### src/design/chiplet_cfg.svh
`ifndef CHIPLET_CFG_SVH
`define CHIPLET_CFG_SVH

// packet memory layout
`define CHIPLET_PKT_SLOTS 4
`define CHIPLET_SLOT_WORDS 256
`define CHIPLET_MEM_WORDS (`CHIPLET_PKT_SLOTS * `CHIPLET_SLOT_WORDS)
`define CHIPLET_MEM_AW $clog2(`CHIPLET_MEM_WORDS)
`define CHIPLET_SLOT_AW $clog2(`CHIPLET_SLOT_WORDS)

// host bus
`define CHIPLET_ADDR_W 11
`define CHIPLET_DATA_W 32

// register page, word address
`define CHIPLET_TX_SEND_ADDR 1024

// switch side buffering
`define CHIPLET_FIFO_DEPTH 8
`define CHIPLET_FIFO_CNT_W $clog2(`CHIPLET_FIFO_DEPTH + 1)

`endif
### src/design/chiplet_pkg.sv
`include "chiplet_cfg.svh"

package chiplet_pkg;

    typedef logic [`CHIPLET_DATA_W-1:0] word_t;
    typedef logic [`CHIPLET_MEM_AW-1:0] mem_addr_t;
    typedef logic [`CHIPLET_SLOT_AW-1:0] word_idx_t; // index inside a slot
    typedef logic [`CHIPLET_FIFO_CNT_W-1:0] fifo_cnt_t;

    typedef logic [$clog2(`CHIPLET_PKT_SLOTS)-1:0] pkt_id_t;
    typedef logic [3:0] node_id_t;

    typedef enum logic [3:0] {
        FMT_LONG_READ   = 4'd0,
        FMT_LONG_WRITE  = 4'd1,
        FMT_MEM_RESP    = 4'd2,
        FMT_MSG         = 4'd3,
        FMT_SWITCH_CFG  = 4'd4,
        FMT_SHORT_READ  = 4'd5,
        FMT_SHORT_WRITE = 4'd6
    } pkt_fmt_e;

    // all headers are one 32-bit word, format always in the top nibble
    typedef struct packed {
        pkt_fmt_e   fmt;
        node_id_t   dest;
        logic [7:0] tag;
        logic [8:0] addr_hi;
        logic [6:0] length; // 0 means 128
    } long_hdr_t;

    typedef struct packed {
        pkt_fmt_e    fmt;
        node_id_t    dest;
        logic [7:0]  tag;
        logic [11:0] addr;
        logic [3:0]  length; // 0 means 16
    } short_hdr_t;

    typedef struct packed {
        pkt_fmt_e   fmt;
        node_id_t   dest;
        logic [7:0] msg_code;
        logic [8:0] rsvd;
        logic [6:0] length;
    } msg_hdr_t;

    typedef struct packed {
        pkt_fmt_e   fmt;
        node_id_t   dest;
        logic [7:0] tag;
        logic [8:0] status;
        logic [6:0] length;
    } resp_hdr_t;

    typedef struct packed {
        pkt_fmt_e    fmt;
        node_id_t    dest;
        logic [7:0]  cfg_addr;
        logic [15:0] cfg_data;
    } switch_cfg_hdr_t;

    typedef union packed {
        long_hdr_t       long_hdr;
        short_hdr_t      short_hdr;
        msg_hdr_t        msg_hdr;
        resp_hdr_t       resp_hdr;
        switch_cfg_hdr_t cfg_hdr;
    } pkt_hdr_u;

    typedef struct packed {
        logic     vc;
        pkt_id_t  id;
        node_id_t req;
        word_t    payload;
    } flit_t;

    typedef struct packed {
        logic                       cyc;
        logic                       stb;
        logic                       we;
        logic [`CHIPLET_ADDR_W-1:0] adr;
        word_t                      dat;
    } wb_req_t;

    typedef struct packed {
        logic  ack;
        word_t dat;
    } wb_rsp_t;

endpackage

### src/design/flit_fifo.sv
`timescale 1ns/1ps
`include "chiplet_cfg.svh"

module flit_fifo
    import chiplet_pkg::*;
(
    input  logic      clk,
    input  logic      n_rst,
    input  logic      push,
    input  flit_t     push_flit,
    output fifo_cnt_t space,
    output flit_t     flit_out,
    output logic      flit_valid,
    input  logic      flit_ready
);

    localparam int DEPTH = `CHIPLET_FIFO_DEPTH;
    localparam int PTR_W = $clog2(DEPTH);

    flit_t ram [DEPTH];

    logic [PTR_W-1:0] wr_ptr;
    logic [PTR_W-1:0] rd_ptr;
    fifo_cnt_t        ram_cnt;
    logic             pop;
    logic             load_out;
    logic             ram_empty;
    logic             to_ram;
    logic             from_ram;

    assign pop       = flit_valid && flit_ready;
    assign load_out  = !flit_valid || pop; // output stage free next cycle
    assign ram_empty = ram_cnt == '0;
    assign from_ram  = load_out && !ram_empty;
    assign to_ram    = push && !(load_out && ram_empty); // else bypass

    // output stage counts as an entry
    assign space = fifo_cnt_t'(DEPTH) - ram_cnt - fifo_cnt_t'(flit_valid);

    always_ff @(posedge clk, negedge n_rst) begin
        if (!n_rst) begin
            wr_ptr     <= '0;
            rd_ptr     <= '0;
            ram_cnt    <= '0;
            flit_valid <= 1'b0;
        end else begin
            if (to_ram) begin
                wr_ptr <= wr_ptr + 1'b1;
            end
            if (from_ram) begin
                rd_ptr <= rd_ptr + 1'b1;
            end
            ram_cnt <= ram_cnt + fifo_cnt_t'(to_ram) - fifo_cnt_t'(from_ram);
            if (load_out) begin
                flit_valid <= !ram_empty || push;
            end
        end
    end

    always_ff @(posedge clk) begin
        if (to_ram) begin
            ram[wr_ptr] <= push_flit;
        end
        if (load_out) begin
            flit_out <= ram_empty ? push_flit : ram[rd_ptr];
        end
    end

endmodule

### config.mk
export PLATFORM = sky130hd
export DESIGN_NAME = flit_fifo
export DESIGN_NICKNAME = d
export VERILOG_FILES = /design/src/design/chiplet_pkg.sv /design/src/design/flit_fifo.sv
export VERILOG_INCLUDE_DIRS = /design/src /design/src/design
export SDC_FILE = /design/constraint.sdc
export NUM_CORES = 1
export LEC_CHECK = 0
export BUFFER_PORTS_ARGS = -buffer_cell sky130_fd_sc_hd__buf_4
export CORE_MARGIN = 2
export CORE_UTILIZATION = 60
export CTS_CLUSTER_DIAMETER = 200
export CTS_CLUSTER_SIZE = 16
export DETAILED_ROUTE_END_ITERATION = 7
export GPL_TIMING_DRIVEN = 0
export PLACE_DENSITY = 0.9
export SLEW_MARGIN = 20
export SYNTH_ARGS = -nofsm -noshare
export SYNTH_HDL_FRONTEND = slang
export SYNTH_SLANG_ARGS = --single-unit
### constraint.sdc
create_clock -name clk -period 12.3 [get_ports clk]
set_input_delay 1.845 -clock clk [delete_from_list [all_inputs] [get_ports clk]]
set_output_delay 1.845 -clock clk [all_outputs]
set_load 0.02 [all_outputs]
==> results.cfg, run 1 <==
[pwr]
peakVddDrop_mv = 0.141
pwr_density_cell_mw_per_mm2 = 239
total_power_mw = 3.93
cellLeakagePower_nw = 5.77

[synthesis]
synth_warnings = 0
syn_nets = 827
synth-seq-cells = 362
yosysUniqueCellTypes = 32
avgSynthCellArea_um2 = 18.5
ys_seq_area_share_pct = 75.6
synthesis.area_mm2 = 0.0143
syn_inst = 773

[route]
drc = 0
first_iter_violations = 839
wire_per_inst_um = 24.7
route.vias.total = 7792
first_pass_iters = 5
ant_nets = 0
vias_per_cell = 6.25
drt_wl_total_mm = 30.8

[worst_setup_path]
cp-end-kind = flip-flop
cp-start-kind = primary input
crit_required_ns = 12.55
crit_fanout = 7
crit_type = primary input to flip-flop
crit_arrival_ns = 4.23

[sta]
rsz0062_at_grt = no
tightest_slew_ns = 0.992
hold_violations = 0
min_period_ns = 3.99
fmax_mhz = 251
finalSetupViolCount = 0
final.setup.worst_slack_ns = 8.31
slew_violations = 0
period_share_pct = 32.4
relSlewSlack_pct = 33.3
finClkSkew_ns = 0.0122
tns_ns = 0

[final_layout]
diodes = 0
fin_nets = 973
final_cell_area_mm2 = 0.0165
syn_to_final_growth_pct = 15.0
post-route-util_pct = 70.1
drive_gt1_share_pct = 30.0
num-fill-cells = 1383
layout_commonest_cell = edfxtp_1
layout_common_cells = edfxtp_1 (351), buf_4 (104), mux2_2 (80)

[clock_tree]
cts_sinks = 362
cts_hold_buf = 0
insertion_delay_ns = 0.55
cts_buffers = 26
post_cts_buffers = 0
cts.htree.levels = 1
clk_pin_slew_worst_paths_ns = 0.07
cts_tree = built
post_cts_resized = 0
clockRootBuffer = clkbuf_16
cts_buffer_depth = 3

[min_path]
min_path_type = flip-flop to flip-flop

[place]
dpl_worst_slack_ns = 7.84
place_area_mm2 = 0.0157
io_buffers = 86
hpwlAfterDp_mm = 19.5
place_congestion = 0.737

[grt]
track_usage_pct = 25.2
grt_pass1_wl_mm = 46.4
antenna_found_initial = 0
gr-total-overflow = 0
grt_max_degree = 25
grt_pass1_vias = 8118

[floorplan]
die-width_um = 158
rows = 56
core-area_mm2 = 0.0235
pin_count = 87
die_y_um = 158
initial_utilization_pct = 61.0
dieArea_mm2 = 0.0251

[status]
status = complete, no violations

[run]
max_cap_viol_count = 0
[report_power, final]
| group | switching (mW) | internal, mW | total (mW) |
|---|---|---|---|
| clock | 0.383 | 0.398 | 0.781 |
| sequential | 0.0761 | 1.64 | 1.72 |
| combinational | 0.821 | 0.615 | 1.44 |
| total | 1.28 | 2.65 | 3.93 |
[stage by stage]
step	hold slack, ns	std cells
after global placement	0.543	1178
final	0.608	1247
after global routing	0.623	1247
after CTS	0.592	1247
after floorplan	0.503	773
after detailed placement	0.560	1210
[worst paths after layout]
check | end | from | slack [ns] | cells past startpoint
worst max-delay path | ram[0][17] | flit_ready | 8.31 | 8
worst min-delay path | rd_ptr[2] | rd_ptr[2] | 0.61 | 1
worst max register to register | ram[0][17] | flit_valid | 9.32 | 7
worst min register to register | rd_ptr[2] | rd_ptr[2] | 0.61 | 1
max in group asynchronous | ram_cnt[2] | n_rst | 11.02 | 1
min in group asynchronous | rd_ptr[1] | n_rst | 1.12 | 1
[final cells by class]
| cell class | count | area (um2) | area share, % |
|---|---|---|---|
| Tap cell | 319 | 399 | 2.42 |
| Multi-Input combinational cell | 358 | 3190 | 19.4 |
| Inverter | 10 | 37.5 | 0.228 |
| Timing Repair Buffer | 118 | 985 | 5.98 |
| Sequential cell | 362 | 10800 | 65.7 |
| Clock buffer | 36 | 709 | 4.31 |
| Buffer | 43 | 319 | 1.94 |
| Clock inverter | 1 | 8.76 | 0.0532 |
[synthesized netlist by cell type]
| cell type | count | area share, % |
|---|---|---|
| nand2b_1 | 3 | 0.13 |
| mux2i_1 | 78 | 5.5 |
| nor4_1 | 1 | 0.044 |
| or3_1 | 1 | 0.044 |
| ha_1 | 10 | 0.87 |
| nor3b_2 | 1 | 0.087 |
| nor3b_1 | 1 | 0.052 |
| xor2_1 | 4 | 0.24 |
| buf_4 | 3 | 0.16 |
| buf_6 | 9 | 0.71 |
| buf_2 | 11 | 0.38 |
| clkbuf_1 | 16 | 0.42 |
| xnor2_1 | 3 | 0.18 |
| o22ai_1 | 39 | 1.7 |
| fa_1 | 1 | 0.14 |
| edfxtp_1 | 351 | 74 |
| nand2_1 | 41 | 1.1 |
| o31ai_2 | 13 | 1.1 |
| nor2b_1 | 2 | 0.087 |
| o211ai_1 | 2 | 0.10 |
| nor3_1 | 4 | 0.14 |
| dfrtp_1 | 11 | 1.9 |
| a21oi_1 | 1 | 0.035 |
| inv_1 | 10 | 0.26 |
| o21ai_4 | 1 | 0.11 |
| or3b_4 | 1 | 0.079 |
| mux2_2 | 80 | 6.3 |
| o31ai_1 | 26 | 1.4 |
| nor2_1 | 5 | 0.13 |
| a22o_1 | 39 | 2.4 |
| a21o_1 | 1 | 0.052 |
| buf_12 | 4 | 0.56 |
[registers in the layout, indices dropped and copies added (netlist names)]
| register | count |
|---|---|
| flit_valid | 1 |
| ram | 312 |
| flit_out | 39 |
| ram_cnt | 4 |
| wr_ptr | 3 |
| rd_ptr | 3 |
[logic make-up (layout without fill, tap and decap cells)]
group / count (synthesis) / in the layout / share of synthesized area (%)
flip-flops: 362 / 362 / 75.6
AO/OA/AOI/OAI: 122 / 122 / 6.90
AND/OR/NAND/NOR: 60 / 60 / 1.87
buffers and inverters: 53 / 208 / 2.49
multiplexers: 158 / 158 / 11.7
adder cells (fa/ha/maj): 11 / 11 / 1.01
XOR/XNOR: 7 / 7 / 0.428
[critical path, cell delays in order]
cell and delay, ns:
buf_4 0.11, nor2b_1 0.10, clkbuf_1 0.39, o21ai_4 0.18
nor4_2 0.77, buf_2 0.37, buf_2 0.25, buf_2 0.23
[layer usage]
metal / routed length [um] / track usage [%] / share of wire [%] / vias up
li1: - / - / - / 3373
met1: 11800 / 32.4 / 38 / 3942
met2: 15800 / 43.5 / 51 / 408
met3: 2260 / 3.73 / 7.3 / 69
met4: 996 / 10.6 / 3.2 / 0
met5: 0 / 0 / 0 / -
Note: power is estimated with default switching activity, not from simulation.
==> run 2, diff against run 1 <==
--- a/config.mk
+++ b/config.mk
@@ -6,6 +6,7 @@
 export SDC_FILE = /design/constraint.sdc
 export NUM_CORES = 1
 export LEC_CHECK = 0
+export ABC_AREA = 1
 export BUFFER_PORTS_ARGS = -buffer_cell sky130_fd_sc_hd__buf_4
 export CORE_MARGIN = 2
 export CORE_UTILIZATION = 60
==> constraint.sdc (replaced) <==
create_clock -name clk -period 4 [get_ports clk]
set_input_delay 0.6 -clock clk [delete_from_list [all_inputs] [get_ports clk]]
set_output_delay 0.6 -clock clk [all_outputs]
set_load 0.02 [all_outputs]
==> run 2 against run 1 <==
  * Critical path depth increased by 1
  * Synthesized cell count up 86%
  * Core utilization decreased by 0.51 points
  * Sequential power grew to 3.0 times the previous value
  * Setup slack lost 7.3 ns
  * Sequential cell count stayed put
  * First-iteration DRC count rose by 97%
  * Clock-buffer cell count grew 11
  * Clock skew rose by 0.0091 ns
  * Routed wire length up 26%
  * Die area increased by 7.0%
  * Critical path type is now flip-flop to flip-flop
==> results.cfg, run 2 <==
[synthesis]
synth-seq-cells = 362
ys.flop_type = edfxtp_1
syn_inst = 1434
avgSynthCellArea_um2 = 10.7
synthTopCellsByCount = nand2_1 (482), edfxtp_1 (351), inv_1 (248)
synth_edf_count = 351
netlist.area_leader.share_pct = 68.7
async_flop_share_pct = 3.04
synth_area_leader_cell = edfxtp_1
synth_warnings = 0
yosysUniqueCellTypes = 22
syn_nets = 1488
synthesis.area_mm2 = 0.0153
ys_seq_area_share_pct = 70.5
synthTopCellsByArea = edfxtp_1 (69%), nand2_1 (12%), nand3_1 (7.7%)
yosysMostFrequentCell = nand2_1

[floorplan]
initial_utilization_pct = 60.9
die_y_um = 164
rows = 58
dieArea_mm2 = 0.0269
core-area_mm2 = 0.0252
die-width_um = 164
pin_count = 87

[route]
first_pass_iters = 6
route.vias.total = 11000
drc = 0
wire_per_inst_um = 20.3
drt_wl_total_mm = 38.9
vias_per_cell = 5.76
first_iter_violations = 1657
ant_nets = 0

[clock_tree]
insertion_delay_ns = 0.55
post_cts_resized = 0
clk_pin_slew_worst_paths_ns = 0.07
cts_tree = built
cts_buffers = 26
cts.htree.levels = 1
clockRootBuffer = clkbuf_16
cts_sinks = 362
cts_buffer_depth = 3

[pwr]
cellLeakagePower_nw = 7.60
pwr_density_cell_mw_per_mm2 = 721
peakVddDrop_mv = 0.516
total_power_mw = 12.6

[sta]
period_share_pct = 75.6
hold_violations = 0
tightest_slew_ns = 0.873
slew_violations = 0
fmax_mhz = 331
min_period_ns = 3.02
rsz0062_at_grt = no
finalSetupViolCount = 0
finClkSkew_ns = 0.0214
relSlewSlack_pct = 41.6
fin_hold_ws_ns = 0.263

[place]
dp_cells = 1862
place_congestion = 0.802
hpwlAfterDp_mm = 24.3
io_buffers = 86
place_area_mm2 = 0.0168

[worst_setup_path]
r2r_end = ram[5][2]
cp-start-kind = flip-flop
crit_arrival_ns = 3.26
crit_required_ns = 4.24
reg2regPathDepth = 9
rrSetupSlack_ns = 0.98
crit_fanout = 20
cp-end-kind = flip-flop
r2r-start = flit_valid
crit_type = flip-flop to flip-flop

[final_layout]
layout_commonest_cell = nand2_1
post-route-util_pct = 69.6
diodes = 0
fin_nets = 1615
largest_reg_flops = 312
seqCellArea_mm2 = 0.0108
drive_gt1_share_pct = 11.9
top_register = ram
final_cell_area_mm2 = 0.0175
layout_common_cells = nand2_1 (482), edfxtp_1 (351), inv_1 (248)
reg_top3 = ram x312, flit_out x39, ram_cnt x4
final_cells = 1911
multiInputGateArea_mm2 = 0.00333
num-fill-cells = 1586
syn_to_final_growth_pct = 14.3

[status]
status = complete, no violations

[grt]
gr-total-overflow = 0
grt_pass1_vias = 11100
grt_max_degree = 22
antenna_found_initial = 0
grt_pass1_wl_mm = 59.0
track_usage_pct = 29.3

[min_path]
min_path_type = primary input to flip-flop
worstHoldStart = push
whs_path_depth = 2
min_to = flit_valid

[run]
max_cap_viol_count = 0
[run 2: cell count changes in the layout (fill, tap and decap cells not counted), sizes merged, moves of 3 or more]
cell / previous run / this run
clkbuf: 52 / 63
a22o: 39 / 0
mux2i: 78 / 0
o22ai: 39 / 0
nor3: 4 / 0
inv: 10 / 251
nor2: 5 / 10
nand2b: 3 / 0
or2: 0 / 3
buf: 145 / 150
o31ai: 39 / 0
mux2: 80 / 0
nand3: 0 / 236
nand2: 41 / 483
[run 2: how the worst max path moves through the flow]
stage,startpoint,end,slack [ns],cells past startpoint
after detailed placement,flit_ready,ram[5][13],0.69,9
final,flit_valid,ram[5][2],0.98,9
after global placement,flit_ready,ram[6][22],-2.00,6
after floorplan,flit_ready,ram[0][0],0.02,5
after CTS,flit_valid,ram[5][2],0.97,9
after global routing,flit_valid,ram[5][2],0.86,9
[run 2: metrics by stage]
stage	worst slack (ns)	TNS (ns)
3_3_place_gp	-2.00	-596.10
3_5_place_dp	0.686	0
5_1_grt	0.856	0
6_report	0.977	0
4_1_cts	0.974	0
2_1_floorplan	0.0164	0
[run 2: power by group]
group	internal (mW)	switching, mW	total, mW
combinational	1.52	3.47	4.99
sequential	4.97	0.180	5.14
clock	1.27	1.24	2.50
total	7.75	4.89	12.6
[run 2: logic make-up after synthesis]
family                     synth area share (%)
DFF                                        70.5
AOI/OAI and AO/OA                         0.130
buffers and inverters                      8.20
and+or+nand+nor                            19.9
adders and majority gates                 0.946
xor gates and xnor gates                  0.342
[run 2: timing repair]
item                                   4_1_cts  5_1_grt
buffers inserted                             0        0
endpoints found under the hold margin       11        0
hold buffers                                 1        0
[run 2: layer usage]
metal	wire length [um]	GRT usage, %	vias to the layer above
met4	1770	14.1	0
li1	-	-	4880
met2	19200	49.4	889
met1	13000	37.2	5063
met5	0	0	-
met3	4870	5.08	172
[run 2: cell type report]
cell class,instances,area share (%)
Multi-Input combinational cell,753,19.0
Timing Repair Buffer,99,5.45
Clock inverter,1,0.0499
Tap cell,330,2.35
Sequential cell,362,61.7
Buffer,68,1.81
Clock buffer,47,4.28
Inverter,251,5.37
[run 2: worst max-delay path: stages (launching register included)]
cell,delay (ns)
dfrtp_1,0.36
inv_1,0.05
or2_2,0.45
buf_16,0.24
nand2_1,0.10
nand2_2,0.11
inv_1,0.12
nand2_1,0.25
nor2_4,0.75
buf_16,0.27
==> run 3, diff against run 2 <==
--- a/config.mk
+++ b/config.mk
@@ -6,7 +6,7 @@
 export SDC_FILE = /design/constraint.sdc
 export NUM_CORES = 1
 export LEC_CHECK = 0
-export ABC_AREA = 1
+export ABC_AREA = 0
 export BUFFER_PORTS_ARGS = -buffer_cell sky130_fd_sc_hd__buf_4
 export CORE_MARGIN = 2
 export CORE_UTILIZATION = 60
==> constraint.sdc (replaced) <==
create_clock -name clk -period 3.2 [get_ports clk]
set_input_delay 0.48 -clock clk [delete_from_list [all_inputs] [get_ports clk]]
set_output_delay 0.48 -clock clk [all_outputs]
set_load 0.02 [all_outputs]
==> run 3 against run 2 <==
  * Global-route usage down 4.7 points
  * Core utilization up 0.55 points
  * Clock-buffer cell count down 14
  * Clock skew down 0.013 ns
  * Non-clock buffer count down 8
  * Clock power up 19%
  * Die area down 6.6%
==> results.cfg, run 3 (synthesis results as in run 1) <==
[floorplan]
dieArea_mm2 = 0.0251
rows = 56
pin_count = 87
core-area_mm2 = 0.0235
initial_utilization_pct = 61.0
die-width_um = 158
die_y_um = 158

[grt]
grt_pass1_wl_mm = 44.8
grt_max_degree = 25
gr-total-overflow = 0
grt_pass1_vias = 7903
track_usage_pct = 24.6
antenna_found_initial = 1

[worst_setup_path]
crit_fanout = 12
crit_type = flip-flop to flip-flop
rrSetupSlack_ns = 0.43
reg2regPathDepth = 8
r2r-start = ram_cnt[2]
crit_arrival_ns = 3.09
crit_required_ns = 3.52
cp-start-kind = flip-flop
r2r_end = ram[4][24]
cp-end-kind = flip-flop

[clock_tree]
clockRootBuffer = clkbuf_16
cts_sinks = 362
cts_tree = built
insertion_delay_ns = 0.56
cts_buffer_depth = 3
post_cts_resized = 0
cts.htree.levels = 1
cts_buffers = 26
clk_pin_slew_worst_paths_ns = 0.07

[min_path]
min_path_type = primary input to flip-flop
worstHoldStart = push_flit[23]
min_to = ram[7][23]
whs_path_depth = 1

[route]
route.vias.total = 7743
wire_per_inst_um = 24.7
first_pass_iters = 6
ant_nets = 0
drc = 0
drt_wl_total_mm = 30.7
first_iter_violations = 786
vias_per_cell = 6.22

[final_layout]
fin_nets = 971
layout_common_cells = edfxtp_1 (351), buf_4 (105), mux2_2 (80)
top_register = ram
largest_reg_flops = 312
final_cell_area_mm2 = 0.0165
drive_gt1_share_pct = 29.8
reg_top3 = ram x312, flit_out x39, ram_cnt x4
syn_to_final_growth_pct = 15.1
layout_commonest_cell = edfxtp_1
num-fill-cells = 1370

[pwr]
peakVddDrop_mv = 0.508
pwr_density_cell_mw_per_mm2 = 917
total_power_mw = 15.1
cellLeakagePower_nw = 5.75

[sta]
rsz0062_at_grt = no
finalSetupViolCount = 0
min_period_ns = 2.77
hold_violations = 0
period_share_pct = 86.7
fmax_mhz = 361
finClkSkew_ns = 0.00805
tightest_slew_ns = 0.871
relSlewSlack_pct = 41.7
slew_violations = 0

[place]
hpwlAfterDp_mm = 19.5
io_buffers = 86
place_area_mm2 = 0.0158
place_congestion = 0.756

[status]
status = complete, no violations

[run]
max_cap_viol_count = 0
## run 3: routing by layer
layer,track usage (%),vias to the layer above,share of wire (%)
met5,0,-,0
met4,11.0,0,3.3
met3,4.49,72,8.6
met2,42.0,433,51
met1,31.2,3885,37
li1,-,3353,-
## run 3: repair_timing
action	4_1_cts	5_1_grt
hold endpoints to repair	11	0
setup buffers	0	0
hold buffers	1	0
## run 3: worst max path at each step
stage | from | end | slack [ns] | cells past startpoint
floorplan | flit_valid | ram[2][0] | -1.00 | 4
global placement | flit_ready | ram[2][21] | -3.64 | 5
detailed placement | flit_ready | ram[2][18] | 0.22 | 8
CTS | flit_valid | ram[2][21] | 0.41 | 7
global route | flit_valid | ram[4][24] | 0.25 | 7
finish | ram_cnt[2] | ram[4][24] | 0.43 | 8
## run 3: layout make-up
| type | count | area [um2] | share of cell area, % |
|---|---|---|---|
| Sequential cell | 362 | 10800 | 65.6 |
| Multi-Input combinational cell | 358 | 3210 | 19.5 |
| Clock inverter | 2 | 25.0 | 0.152 |
| Inverter | 10 | 37.5 | 0.228 |
| Tap cell | 319 | 399 | 2.42 |
| Antenna cell | 1 | 2.50 | 0.0152 |
| Buffer | 43 | 319 | 1.94 |
| Timing Repair Buffer | 116 | 992 | 6.02 |
| Clock buffer | 33 | 677 | 4.11 |
## run 3: power breakdown
part / internal, mW / switching, mW
Clock: 1.48 / 1.49
Sequential: 6.30 / 0.302
Combinational: 2.37 / 3.16
Total: 10.2 / 4.95
## run 3: stage by stage
step / utilization (%) / std cells / hold WS, ns / TNS [ns] / worst slack, ns
after floorplan: - / 773 / 0.184 / -132.41 / -1.00
after global routing: 70.2 / 1244 / 0.158 / 0 / 0.250
after global placement: 65.5 / 1178 / 0.327 / -758.96 / -3.64
final: 70.2 / 1244 / 0.165 / 0 / 0.427
after detailed placement: 67.1 / 1207 / 0.331 / 0 / 0.217
after CTS: 70.2 / 1243 / 0.151 / 0 / 0.414
## run 3: critical path: stages (launching register included)
cell and delay, ns:
dfrtp_1 0.36, inv_1 0.11, ha_1 0.19, or3b_4 0.42, o211ai_1 0.71, nor3_4 0.19, buf_8 0.23, buf_8 0.16
buf_8 0.16
