--- src/design/chiplet_cfg.svh ---
`ifndef CHIPLET_CFG_SVH
`define CHIPLET_CFG_SVH

// packet memory layout
`define CHIPLET_PKT_SLOTS 4
`define CHIPLET_SLOT_WORDS 256
`define CHIPLET_MEM_WORDS (`CHIPLET_PKT_SLOTS * `CHIPLET_SLOT_WORDS)
`define CHIPLET_MEM_AW $clog2(`CHIPLET_MEM_WORDS)
`define CHIPLET_SLOT_AW $clog2(`CHIPLET_SLOT_WORDS)

// host bus
`define CHIPLET_ADDR_W 11
`define CHIPLET_DATA_W 32

// register page, word address
`define CHIPLET_TX_SEND_ADDR 1024

// switch side buffering
`define CHIPLET_FIFO_DEPTH 8
`define CHIPLET_FIFO_CNT_W $clog2(`CHIPLET_FIFO_DEPTH + 1)

`endif
--- src/design/chiplet_pkg.sv ---
`include "chiplet_cfg.svh"

package chiplet_pkg;

    typedef logic [`CHIPLET_DATA_W-1:0] word_t;
    typedef logic [`CHIPLET_MEM_AW-1:0] mem_addr_t;
    typedef logic [`CHIPLET_SLOT_AW-1:0] word_idx_t; // index inside a slot
    typedef logic [`CHIPLET_FIFO_CNT_W-1:0] fifo_cnt_t;

    typedef logic [$clog2(`CHIPLET_PKT_SLOTS)-1:0] pkt_id_t;
    typedef logic [3:0] node_id_t;

    typedef enum logic [3:0] {
        FMT_LONG_READ   = 4'd0,
        FMT_LONG_WRITE  = 4'd1,
        FMT_MEM_RESP    = 4'd2,
        FMT_MSG         = 4'd3,
        FMT_SWITCH_CFG  = 4'd4,
        FMT_SHORT_READ  = 4'd5,
        FMT_SHORT_WRITE = 4'd6
    } pkt_fmt_e;

    // all headers are one 32-bit word, format always in the top nibble
    typedef struct packed {
        pkt_fmt_e   fmt;
        node_id_t   dest;
        logic [7:0] tag;
        logic [8:0] addr_hi;
        logic [6:0] length; // 0 means 128
    } long_hdr_t;

    typedef struct packed {
        pkt_fmt_e    fmt;
        node_id_t    dest;
        logic [7:0]  tag;
        logic [11:0] addr;
        logic [3:0]  length; // 0 means 16
    } short_hdr_t;

    typedef struct packed {
        pkt_fmt_e   fmt;
        node_id_t   dest;
        logic [7:0] msg_code;
        logic [8:0] rsvd;
        logic [6:0] length;
    } msg_hdr_t;

    typedef struct packed {
        pkt_fmt_e   fmt;
        node_id_t   dest;
        logic [7:0] tag;
        logic [8:0] status;
        logic [6:0] length;
    } resp_hdr_t;

    typedef struct packed {
        pkt_fmt_e    fmt;
        node_id_t    dest;
        logic [7:0]  cfg_addr;
        logic [15:0] cfg_data;
    } switch_cfg_hdr_t;

    typedef union packed {
        long_hdr_t       long_hdr;
        short_hdr_t      short_hdr;
        msg_hdr_t        msg_hdr;
        resp_hdr_t       resp_hdr;
        switch_cfg_hdr_t cfg_hdr;
    } pkt_hdr_u;

    typedef struct packed {
        logic     vc;
        pkt_id_t  id;
        node_id_t req;
        word_t    payload;
    } flit_t;

    typedef struct packed {
        logic                       cyc;
        logic                       stb;
        logic                       we;
        logic [`CHIPLET_ADDR_W-1:0] adr;
        word_t                      dat;
    } wb_req_t;

    typedef struct packed {
        logic  ack;
        word_t dat;
    } wb_rsp_t;

endpackage

--- src/design/tx_fsm.sv ---
`timescale 1ns/1ps
`include "chiplet_cfg.svh"

module tx_fsm
    import chiplet_pkg::*;
(
    input  logic      clk,
    input  logic      n_rst,
    input  node_id_t  node_id,
    input  logic      send_valid,
    input  pkt_id_t   send_id,
    output logic      send_take,
    output logic      busy,
    output logic      rd_en,
    output mem_addr_t rd_addr,
    input  word_t     rd_data,
    output logic      push,
    output flit_t     push_flit,
    input  fifo_cnt_t space
);

    typedef enum logic [1:0] {
        IDLE,
        FETCH_HDR,
        DECODE,
        STREAM
    } state_e;

    state_e    state, next_state;
    pkt_id_t   slot_id;
    word_idx_t pkt_len;
    word_idx_t rd_idx;
    word_idx_t hdr_len;
    logic      inflight;
    pkt_hdr_u  hdr;

    function automatic word_idx_t long_len(input logic [6:0] len);
        return (len == '0) ? word_idx_t'(128) : word_idx_t'(len);
    endfunction

    function automatic word_idx_t short_len(input logic [3:0] len);
        return (len == '0) ? word_idx_t'(16) : word_idx_t'(len);
    endfunction

    assign hdr = pkt_hdr_u'(rd_data);

    always_comb begin
        case (hdr.long_hdr.fmt)
            FMT_LONG_READ:   hdr_len = word_idx_t'(3); // hdr, addr, crc
            FMT_LONG_WRITE:  hdr_len = word_idx_t'(3) + long_len(hdr.long_hdr.length);
            FMT_MEM_RESP:    hdr_len = word_idx_t'(2) + long_len(hdr.resp_hdr.length);
            FMT_MSG:         hdr_len = word_idx_t'(2) + long_len(hdr.msg_hdr.length);
            FMT_SWITCH_CFG:  hdr_len = word_idx_t'(1);
            FMT_SHORT_READ:  hdr_len = word_idx_t'(2);
            FMT_SHORT_WRITE: hdr_len = word_idx_t'(2) + short_len(hdr.short_hdr.length);
            default:         hdr_len = word_idx_t'(1); // unknown, header only
        endcase
    end

    assign send_take = (state == IDLE) && send_valid;
    assign rd_addr   = {slot_id, rd_idx};

    always_comb begin
        rd_en = 1'b0;
        case (state)
            FETCH_HDR: rd_en = space != '0;
            STREAM:    rd_en = (rd_idx < pkt_len) && (space > fifo_cnt_t'(inflight));
            default:   rd_en = 1'b0;
        endcase
    end

    assign push = (state == DECODE) || ((state == STREAM) && inflight);

    always_comb begin
        push_flit.vc      = 1'b0;
        push_flit.id      = slot_id;
        push_flit.req     = node_id;
        push_flit.payload = rd_data;
    end

    // busy until the last flit has left the fifo
    assign busy = (state != IDLE) || (space != fifo_cnt_t'(`CHIPLET_FIFO_DEPTH));

    always_comb begin
        next_state = state;
        case (state)
            IDLE:      if (send_valid) next_state = FETCH_HDR;
            FETCH_HDR: if (rd_en) next_state = DECODE;
            DECODE:    next_state = (hdr_len == word_idx_t'(1)) ? IDLE : STREAM;
            STREAM:    if (inflight && rd_idx == pkt_len) next_state = IDLE;
            default:   next_state = IDLE;
        endcase
    end

    always_ff @(posedge clk, negedge n_rst) begin
        if (!n_rst) begin
            state    <= IDLE;
            slot_id  <= '0;
            pkt_len  <= '0;
            rd_idx   <= '0;
            inflight <= 1'b0;
        end else begin
            state    <= next_state;
            inflight <= rd_en && (state == STREAM);
            case (state)
                IDLE: begin
                    if (send_take) begin
                        slot_id <= send_id;
                        rd_idx  <= '0;
                    end
                end
                DECODE: begin
                    pkt_len <= hdr_len;
                    rd_idx  <= word_idx_t'(1); // header already pushed
                end
                STREAM: begin
                    if (rd_en) begin
                        rd_idx <= rd_idx + word_idx_t'(1);
                    end
                end
                default: ;
            endcase
        end
    end

endmodule

--- config.mk ---
export PLATFORM = sky130hd
export DESIGN_NAME = tx_fsm
export DESIGN_NICKNAME = d
export VERILOG_FILES = /design/src/design/chiplet_pkg.sv /design/src/design/tx_fsm.sv
export VERILOG_INCLUDE_DIRS = /design/src /design/src/design
export SDC_FILE = /design/constraint.sdc
export NUM_CORES = 1
export LEC_CHECK = 0
export BUFFER_PORTS_ARGS = -buffer_cell sky130_fd_sc_hd__buf_2
export CORE_MARGIN = 2
export CORE_UTILIZATION = 47
export DETAILED_ROUTE_END_ITERATION = 6
export PLACE_DENSITY = 0.92
export SLEW_MARGIN = 0
export SYNTH_ARGS = -nofsm -noshare
export SYNTH_HDL_FRONTEND = slang
export SYNTH_SLANG_ARGS = --single-unit
export TNS_END_PERCENT = 1
--- constraint.sdc ---
create_clock -name clk -period 2.2 [get_ports clk]
set_input_delay 0 -clock clk [delete_from_list [all_inputs] [get_ports clk]]
set_output_delay 0 -clock clk [all_outputs]
set_load 0.03 [all_outputs]
==> impl_metrics.csv, run 1 <==
group,metric,value,unit
routing,ant_nets,0,
placed_design,place.gp.congestion,0.8984,
global_route,grt_pass1_wl,7776,um
power,finalPower,1.966,mW
critical_path,worst-path-max-fanout,5,
global_route,overflow,0,
die,fp.dieH,69.92,um
clocking,cts_sinks,21,
final_layout,nets,313,
yosys,async_reset_ff_frac,1.000,
die,ioPinCount,98,
yosys,syn_avg_cell_area,8.267,um^2
yosys,synthCells,247,
die,rows,23,
critical_path,arrival,2.08,ns
critical_path,start_kind,"flop",
critical_path,worstSetupStartpoint,"rd_idx[1]",
timing,hold_viol,0,
critical_path,critPathKind,"flop to output pin",
clocking,cts_buffers,3,
die,die_width,69.92,um
power,p_leak,1.013,nW
routing,firstDrtPassIters,5,
placed_design,place_ws,0.07251,ns
clocking,cts_setup_buffers,0,
yosys,synth_seq_cells,21,
die,initial_core_util,0.4997,
routing,viasPerCell,5.810,
worst_hold_path,hp-class,"input pin to output pin",
yosys,synthesis.area,2042,um^2
critical_path,rr_startpoint,"rd_idx[1]",
status,status,"finished, final reports clean",
clocking,clk_pin_slew_worst_paths,0.08,ns
final_layout,layout.cells.non_filler,305,
critical_path,worstSetupEndpointType,"output pin",
global_route,grt_max_degree,22,
global_route,grt_usage,0.1907,
routing,wirelength,4665,um
timing,final_max_slew_viol_count,0,
placed_design,hpwlAfterDp,3640,um
placed_design,dp_cells,298,
worst_hold_path,hold_start,"rd_data[17]",
critical_path,critical_path_required,2.20,ns
routing,drc,0,
yosys,yosys_warnings,0,
die,core_area,4086,um^2
yosys,syn_nets,304,
final_layout,finalCoreUtilization,0.5119,
timing,finalSetupViolCount,0,
timing,whs,0.00001159,ns
yosys,ys_seq_area_frac,0.2574,
placed_design,port-buffer-count,46,
die,die_area,4888,um^2
final_layout,final_cell_mix,"buf_2, nand2_1, dfrtp_1",
timing,clock_skew,0.008022,ns
timing,setup_ws,0.1238,ns
clocking,insertion_delay,0.27,ns
clocking,clk_path_buf_depth,2,
timing,max_freq,481.6,MHz
final_layout,n_antenna_cell,0,
yosys,yosys_most_used_dff,"dfrtp_1",
timing,min_period_over_period,0.9437,
global_route,grt_pass1_vias,1705,
timing,fin_setup_tns,0,ns
flow_run,maxCapViolations,0,
final_layout,drive_gt1_frac,0.2863,
routing,wl_per_cell,15.30,um
final_layout,area_growth,2.451,%
timing,max_slew.worst_pin.slew,0.6098,ns
final_layout,final_common_cell,"buf_2",
yosys,synth-edff-count,0,
clocking,htreeDepth,1,
timing,relSlewSlack,0.5907,
power,peakVddDrop,0.7181,mV
final_layout,stdcell_area,2092,um^2
yosys,synth.distinct_cells,53,
global_route,antenna_found_initial,0,
routing,via_count,1772,
timing,min_period,2.076,ns
power,powerDensity,939.9,nW/um^2
placed_design,placedInstanceArea,2003,um^2
clocking,tritoncts,"done",
clocking,root_buffer,"clkbuf_8",
timing,rsz0062_at_grt,"no",
routing,initialDrtViolationCount,110,
-- power by group --
part | internal (mW) | leakage, nW | switching, mW
sequential | 0.493 | 0.276 | 0.109
combinational | 0.398 | 0.711 | 0.705
clock | 0.126 | 0.0255 | 0.134
total | 1.02 | 1.01 | 0.949
-- flip-flops by register name, indices dropped and copies added, names as in the netlist --
| signal | flops |
|---|---|
| slot_id | 2 |
| state | 2 |
| inflight | 1 |
| pkt_len | 8 |
| rd_idx | 8 |
-- cell families (layout without fill, tap and decap cells) --
| logic type | count (synthesis) | after routing | synth area share |
|---|---|---|---|
| multiplexers | 4 | 4 | 0.02083 |
| AO/OA/AOI/OAI | 53 | 53 | 0.1881 |
| flip-flops | 21 | 21 | 0.2574 |
| XOR/XNOR | 5 | 5 | 0.02145 |
| other | 1 | 1 | 0.001836 |
| AND/OR/NAND/NOR | 84 | 84 | 0.2249 |
| adder cells (fa/ha/maj) | 12 | 12 | 0.07353 |
| buffers and inverters | 67 | 75 | 0.2120 |
-- metal layers --
layer,vias up,GRT usage,routed length [um]
met5,-,0,0
met3,17,0.03030,351
met4,0,0.07479,81
met2,75,0.3132,2233
met1,835,0.2511,1999
li1,845,-,-
-- cells in the mapped netlist (4+ instances only) --
master / n / share of area
nand2b_1: 7 / 0.021
a31oi_1: 5 / 0.015
a21o_1: 5 / 0.018
nand3_1: 9 / 0.022
o211ai_1: 5 / 0.018
ha_1: 12 / 0.074
dfrtp_1: 21 / 0.26
nor2b_1: 4 / 0.012
nor2_1: 11 / 0.020
o21ai_0: 11 / 0.027
nor4_1: 4 / 0.012
nand2_1: 26 / 0.048
inv_1: 17 / 0.031
a21oi_1: 5 / 0.012
buf_4: 44 / 0.16
-- critical path, stage by stage, from the launching register on --
cell and delay, ns:
dfrtp_1 0.43, ha_1 0.33, nor2b_1 0.14, o211ai_1 0.24, a21oi_2 0.13, or2_4 0.27, nand2_1 0.07, buf_2 0.19
-- area by class of cell --
class | instances | area, um^2
well taps | 50 | 62.56
flip-flops and latches | 21 | 526.8
multi-input cells | 159 | 1095
clock inverters | 1 | 5.005
repair buffers | 54 | 297.8
inverters | 17 | 63.81
fillers | 397 | 1994
clock buffers | 3 | 41.29
-- timing repair --
item / in CTS / in global routing
gates resized for setup: 0 / 4
endpoints found under the hold margin: 23 / 0
setup endpoints to repair: 0 / 2
hold buffers: 3 / 0
-- worst paths after layout --
kind	end	slack [ns]	depth (start not counted)
worst max register to register	rd_idx[6]	0.19	7
min in group asynchronous	rd_idx[2]	0.22	2
worst min-delay path	push_flit[17]	0.00001	0
max in group asynchronous	state[1]	1.62	2
worst min register to register	pkt_len[4]	0.49	2
worst max-delay path	rd_en	0.12	7
(Power assumes the default switching activity.)
==> run 2, diff against run 1 <==
--- a/config.mk
+++ b/config.mk
@@ -7,10 +7,12 @@
 export NUM_CORES = 1
 export LEC_CHECK = 0
 export BUFFER_PORTS_ARGS = -buffer_cell sky130_fd_sc_hd__buf_2
+export CORE_ASPECT_RATIO = 1.75
 export CORE_MARGIN = 2
-export CORE_UTILIZATION = 47
+export CORE_UTILIZATION = 48
+export CTS_BUF_LIST = sky130_fd_sc_hd__clkbuf_8
 export DETAILED_ROUTE_END_ITERATION = 6
-export PLACE_DENSITY = 0.92
+export PLACE_DENSITY = 0.94
 export SLEW_MARGIN = 0
 export SYNTH_ARGS = -nofsm -noshare
 export SYNTH_HDL_FRONTEND = slang
==> run 2 against run 1 <==
Via count is 0.23% higher. Critical path depth stayed put. First-iteration DRC count is 63% lower. Combinational power hardly changed. Clock skew is 0.0019 ns lower. Clock power is 3% higher. Routed wire length is 1.3% higher. Total power is 0.51% lower. Final cell count is 0.33% lower. Sequential power is 2% lower. Largest power group unchanged.
==> impl_metrics.csv, run 2 (same netlist as run 1, synthesis figures left out) <==
group,metric,value,unit
final_layout,final_common_cell,"buf_2",
critical_path,reg2reg_to,"rd_idx[5]",
power,swShare,0.4805,
die,core_area,4111,um^2
critical_path,critPathKind,"flop to output pin",
die,rows,31,
critical_path,critical_path_required,2.20,ns
timing,max_slew.worst_pin.slew,0.6365,ns
routing,viasPerCell,5.842,
power,p_leak,1.007,nW
final_layout,fillers,424,
clocking,root_buffer,"clkbuf_8",
clocking,cts_setup_buffers,0,
placed_design,port-buffer-count,46,
global_route,antenna_found_initial,0,
global_route,grtUsageMet2,0.3920,
clocking,insertion_delay,0.28,ns
clocking,cts_buffers,3,
clocking,clk_path_buf_depth,2,
clocking,htreeDepth,1,
die,fp.dieH,90.28,um
power,p_clk_frac,0.137,
critical_path,start_kind,"flop",
worst_hold_path,hp-class,"input pin to output pin",
worst_hold_path,hold_start,"rd_data[14]",
worst_hold_path,hold-path-cell-count,0,
critical_path,path_delay_family,"simple AND/OR/NAND/NOR gates",
timing,clock_skew,0.006139,ns
placed_design,place.gp.congestion,0.8963,
critical_path,crit_buf_inv,1,
timing,hold_viol,0,
power,internal_power,1.016,mW
critical_path,path_cells,"ha_1 > a21o_1 > nand3_1 > o211ai_1 > or2_4 > nand2_1 > buf_2",
timing,min_period_over_period,0.9440,
routing,drc,0,
placed_design,place_ws,0.1041,ns
clocking,tritoncts,"done",
routing,wl_per_cell,15.55,um
flow_run,maxCapViolations,0,
clocking,clk_pin_slew_worst_paths,0.08,ns
global_route,grt_pass1_wl,7852,um
timing,relSlewSlack,0.5728,
timing,rsz0062_at_grt,"no",
timing,final_max_slew_viol_count,0,
placed_design,hpwlAfterDp,3776,um
power,p_switching,0.9399,mW
global_route,grt_max_degree,22,
worst_hold_path,holdPathEnd,"push_flit[14]",
final_layout,top_regs,"pkt_len (8), rd_idx (8)",
placed_design,dp_cells,297,
timing,finalSetupViolCount,0,
die,initial_core_util,0.4967,
routing,ant_nets,0,
final_layout,nets,313,
global_route,grt_usage,0.2130,
critical_path,reg2reg_setup_slack,0.21,ns
global_route,grt_use_met1,0.2131,
global_route,overflow,0,
critical_path,rr_startpoint,"rd_idx[5]",
final_layout,layout.cells.non_filler,304,
power,p_comb_frac,0.561,
routing,firstDrtPassIters,4,
critical_path,path_depth,7,
critical_path,worstSetupEndpointType,"output pin",
critical_path,cpPeakStageDelay,0.44,ns
critical_path,rr_worst_depth,7,
global_route,grt_pass1_vias,1755,
global_route,busiest_layer,"met2",
final_layout,area_growth,2.022,%
clocking,cts_sinks,21,
final_layout,final_cell_mix,"buf_2, nand2_1, dfrtp_1",
status,status,"finished, final reports clean",
power,powerDensity,939.0,nW/um^2
critical_path,worst-path-max-fanout,5,
global_route,met3_usage,0.02152,
final_layout,n_antenna_cell,0,
routing,wirelength,4727,um
timing,whs,0.00001321,ns
critical_path,cpMaxStageDelayCell,"dfrtp_1",
final_layout,drive_gt1_frac,0.2745,
final_layout,finalCoreUtilization,0.5067,
power,power_frac_seq,0.302,
timing,setup_ws,0.1232,ns
routing,via_count,1776,
timing,min_period,2.077,ns
timing,fin_setup_tns,0,ns
critical_path,arrival,2.08,ns
die,die_width,53.31,um
routing,initialDrtViolationCount,41,
die,die_area,4812,um^2
power,peakVddDrop,0.4350,mV
die,ioPinCount,98,
timing,max_freq,481.5,MHz
-- run 2: worst register-to-register path, delay by kind of cell, from the launching register on --
kind	cells	cell delay, ns
simple gates	3	0.56
fa+ha+maj	1	0.33
flops	1	0.44
xor+xnor	1	0.17
compound gates	2	0.36
-- run 2: area by class of cell --
type | instances | area [um^2] | area share
well taps | 49 | 61.31 | 0.02943
repair buffers | 54 | 297.8 | 0.1429
clock inverters | 1 | 7.507 | 0.003604
clock buffers | 3 | 41.29 | 0.01982
flip-flops and latches | 21 | 525.5 | 0.2523
multi-input cells | 159 | 1086 | 0.5213
inverters | 17 | 63.81 | 0.03063
-- run 2: worst max path at each step --
stage	from	slack, ns	end
2_1_floorplan	rd_idx[5]	0.23	rd_idx[4]
3_3_place_gp	rd_data[0]	0.24	state[0]
3_5_place_dp	rd_data[0]	0.10	state[0]
4_1_cts	rd_idx[5]	0.06	rd_en
5_1_grt	rd_idx[5]	0.02	rd_en
6_report	rd_idx[5]	0.12	rd_en
-- run 2: what timing repair did --
item	4_1_cts	5_1_grt
hold buffers	3	0
endpoints found under the setup margin	0	1
resized for setup	0	1
hold endpoints to repair	23	0
-- run 2: stage by stage --
| step | area, um^2 | power (mW) |
|---|---|---|
| global placement | 2002 | 1.626 |
| finish | 2083 | 1.956 |
| global route | 2083 | 2.098 |
| detailed placement | 2002 | 1.675 |
| CTS | 2081 | 1.945 |
| floorplan | 2042 | 1.490 |
-- run 2: routing by layer --
metal	wire [um]	vias up
met5	0	-
met4	207	0
met3	230	23
met2	2630	81
met1	1658	827
li1	-	845
-- run 2: power by group through the flow --
stage | Combinational, mW | Clock (mW) | Sequential (mW)
3_5_place_dp | 1.08 | 0 | 0.595
3_3_place_gp | 1.04 | 0 | 0.586
2_1_floorplan | 0.855 | 0 | 0.635
5_1_grt | 1.20 | 0.292 | 0.605
4_1_cts | 1.08 | 0.272 | 0.587
6_report | 1.10 | 0.268 | 0.591
==> run 3, diff against run 2 <==
--- a/config.mk
+++ b/config.mk
@@ -12,8 +12,7 @@
 export CORE_UTILIZATION = 48
 export CTS_BUF_LIST = sky130_fd_sc_hd__clkbuf_8
 export DETAILED_ROUTE_END_ITERATION = 6
-export PLACE_DENSITY = 0.94
-export SLEW_MARGIN = 0
+export PLACE_DENSITY_LB_ADDON = 0.25
 export SYNTH_ARGS = -nofsm -noshare
 export SYNTH_HDL_FRONTEND = slang
 export SYNTH_SLANG_ARGS = --single-unit
==> run 3 against run 2 <==
Worst hold slack hardly changed. Highest routed layer unchanged. Flip-flop and latch count stayed put. Die area stayed put. Non-clock buffer count is 1 lower. Critical path depth stayed put.
==> impl_metrics.csv, run 3 (same netlist as run 1, synthesis figures left out) <==
group,metric,value,unit
status,status,"finished, final reports clean",
global_route,antenna_found_initial,0,
die,die_width,53.31,um
power,power_frac_seq,0.307,
clocking,tritoncts,"done",
power,finalPower,1.940,mW
die,initial_core_util,0.4967,
clocking,clk_path_buf_depth,2,
power,p_switching,0.9284,mW
global_route,overflow,0,
critical_path,reg2reg_to,"rd_idx[4]",
routing,wirelength,4605,um
routing,wl_per_cell,15.20,um
routing,firstDrtPassIters,4,
clocking,insertion_delay,0.28,ns
final_layout,final_cell_mix,"buf_2, nand2_1, dfrtp_1",
final_layout,n_antenna_cell,0,
placed_design,place.gp.congestion,0.8208,
routing,viasPerCell,5.776,
flow_run,maxCapViolations,0,
die,die_area,4812,um^2
critical_path,start_kind,"flop",
critical_path,path_delay_family,"simple AND/OR/NAND/NOR gates",
power,peakVddDrop,0.5810,mV
power,p_leak,1.006,nW
global_route,grt_pass1_wl,7286,um
routing,drc,0,
global_route,grt_pass1_vias,1668,
critical_path,worstSetupStartpoint,"rd_idx[5]",
die,rows,31,
timing,finalSetupViolCount,0,
timing,max_slew.worst_pin.slew,0.6536,ns
final_layout,area_growth,1.532,%
die,ioPinCount,98,
placed_design,port-buffer-count,46,
die,core_area,4111,um^2
critical_path,cpPeakStageDelay,0.44,ns
clocking,root_buffer,"clkbuf_8",
clocking,cts_setup_buffers,0,
critical_path,arrival,2.07,ns
final_layout,top_regs,"pkt_len (8), rd_idx (8)",
timing,clock_skew,0.005271,ns
critical_path,crit_buf_inv,1,
routing,via_count,1750,
timing,min_period,2.066,ns
timing,final_max_slew_viol_count,0,
clocking,cts_sinks,21,
final_layout,nets,312,
critical_path,crit_path_end,"rd_en",
clocking,cts_buffers,3,
power,powerDensity,935.9,nW/um^2
placed_design,hpwlAfterDp,3689,um
critical_path,worst-path-max-fanout,5,
final_layout,stdcell_area,2073,um^2
critical_path,cpMaxStageDelayCell,"dfrtp_1",
global_route,grt_max_degree,22,
timing,min_period_over_period,0.9393,
power,p_comb_frac,0.555,
timing,max_freq,483.9,MHz
power,p_clk_frac,0.138,
critical_path,path_cells,"ha_1 > a21o_1 > nand3_1 > o211ai_1 > or2_4 > nand2_1 > buf_2",
clocking,clk_pin_slew_worst_paths,0.08,ns
critical_path,rr_worst_depth,8,
placed_design,placedInstanceArea,1994,um^2
timing,relSlewSlack,0.5613,
timing,rsz0062_at_grt,"no",
critical_path,critical_path_required,2.20,ns
worst_hold_path,hp-class,"input pin to output pin",
die,fp.dieH,90.28,um
critical_path,worstSetupEndpointType,"output pin",
timing,hold_viol,0,
clocking,htreeDepth,1,
timing,fin_setup_tns,0,ns
critical_path,critPathKind,"flop to output pin",
critical_path,reg2reg_setup_slack,0.20,ns
global_route,grt_usage,0.1998,
routing,initialDrtViolationCount,39,
routing,ant_nets,0,
power,swShare,0.4784,
power,internal_power,1.012,mW
final_layout,drive_gt1_frac,0.2717,
critical_path,rr_startpoint,"rd_idx[5]",
final_layout,final_common_cell,"buf_2",
critical_path,path_depth,7,
## run 3: cell count changes in the layout (fill, tap and decap cells not counted), sizes merged
| cell | delta |
|---|---|
| clkinv | +1 |
| buf | -1 |
| clkinvlp | -1 |
## run 3: per-layer routing
layer | vias up | track usage | part of all wire
met5 | - | 0 | 0
met4 | 0 | 0.1154 | 0.036
met3 | 13 | 0.01490 | 0.038
met2 | 53 | 0.3755 | 0.57
met1 | 841 | 0.1956 | 0.35
li1 | 843 | - | -
## run 3: per-stage QoR
stage | setup slack (ns) | hold WS, ns | util | cells
2_1_floorplan | 0.2251 | -0.2956 | - | 247
3_3_place_gp | 0.1649 | -0.02070 | 0.4851 | 296
3_5_place_dp | 0.1145 | -0.01618 | 0.4851 | 296
4_1_cts | 0.05223 | 0.0002048 | 0.5037 | 303
5_1_grt | 0.02050 | 0.00004343 | 0.5043 | 303
6_report | 0.1336 | 0.00001321 | 0.5043 | 303
## run 3: power by group through the flow
stage          clock [mW]  sequential (mW)  combinational, mW
2_1_floorplan           0            0.635              0.855
3_3_place_gp            0            0.604               1.07
3_5_place_dp            0            0.605               1.06
4_1_cts             0.264            0.597               1.08
5_1_grt             0.289            0.617               1.20
6_report            0.268            0.595               1.08
## run 3: cell type report
cell class              count  area (um^2)
inverters                  17        63.81
multi-input cells         159         1086
clock buffers               3        41.29
well taps                  49        61.31
fillers                   435         2038
flip-flops and latches     21        525.5
clock inverters             1        5.005
repair buffers             53        290.3
## run 3: timing repair
action,in CTS,in global routing
hold endpoints to repair,23,0
setup endpoints to repair,0,1
gates resized for setup,0,1
hold buffers,3,0
## run 3: worst min path at each step
| stage | slack, ns | from | cells past startpoint | endpoint |
|---|---|---|---|---|
| after floorplan | -0.30 | n_rst | 0 | inflight |
| after global placement | -0.02 | n_rst | 1 | rd_idx[5] |
| after detailed placement | -0.02 | n_rst | 1 | rd_idx[5] |
| after CTS | 0.0002 | rd_data[8] | 0 | push_flit[8] |
| after global routing | 0.00004 | rd_data[7] | 0 | push_flit[7] |
| final | 0.00001 | rd_data[19] | 0 | push_flit[19] |
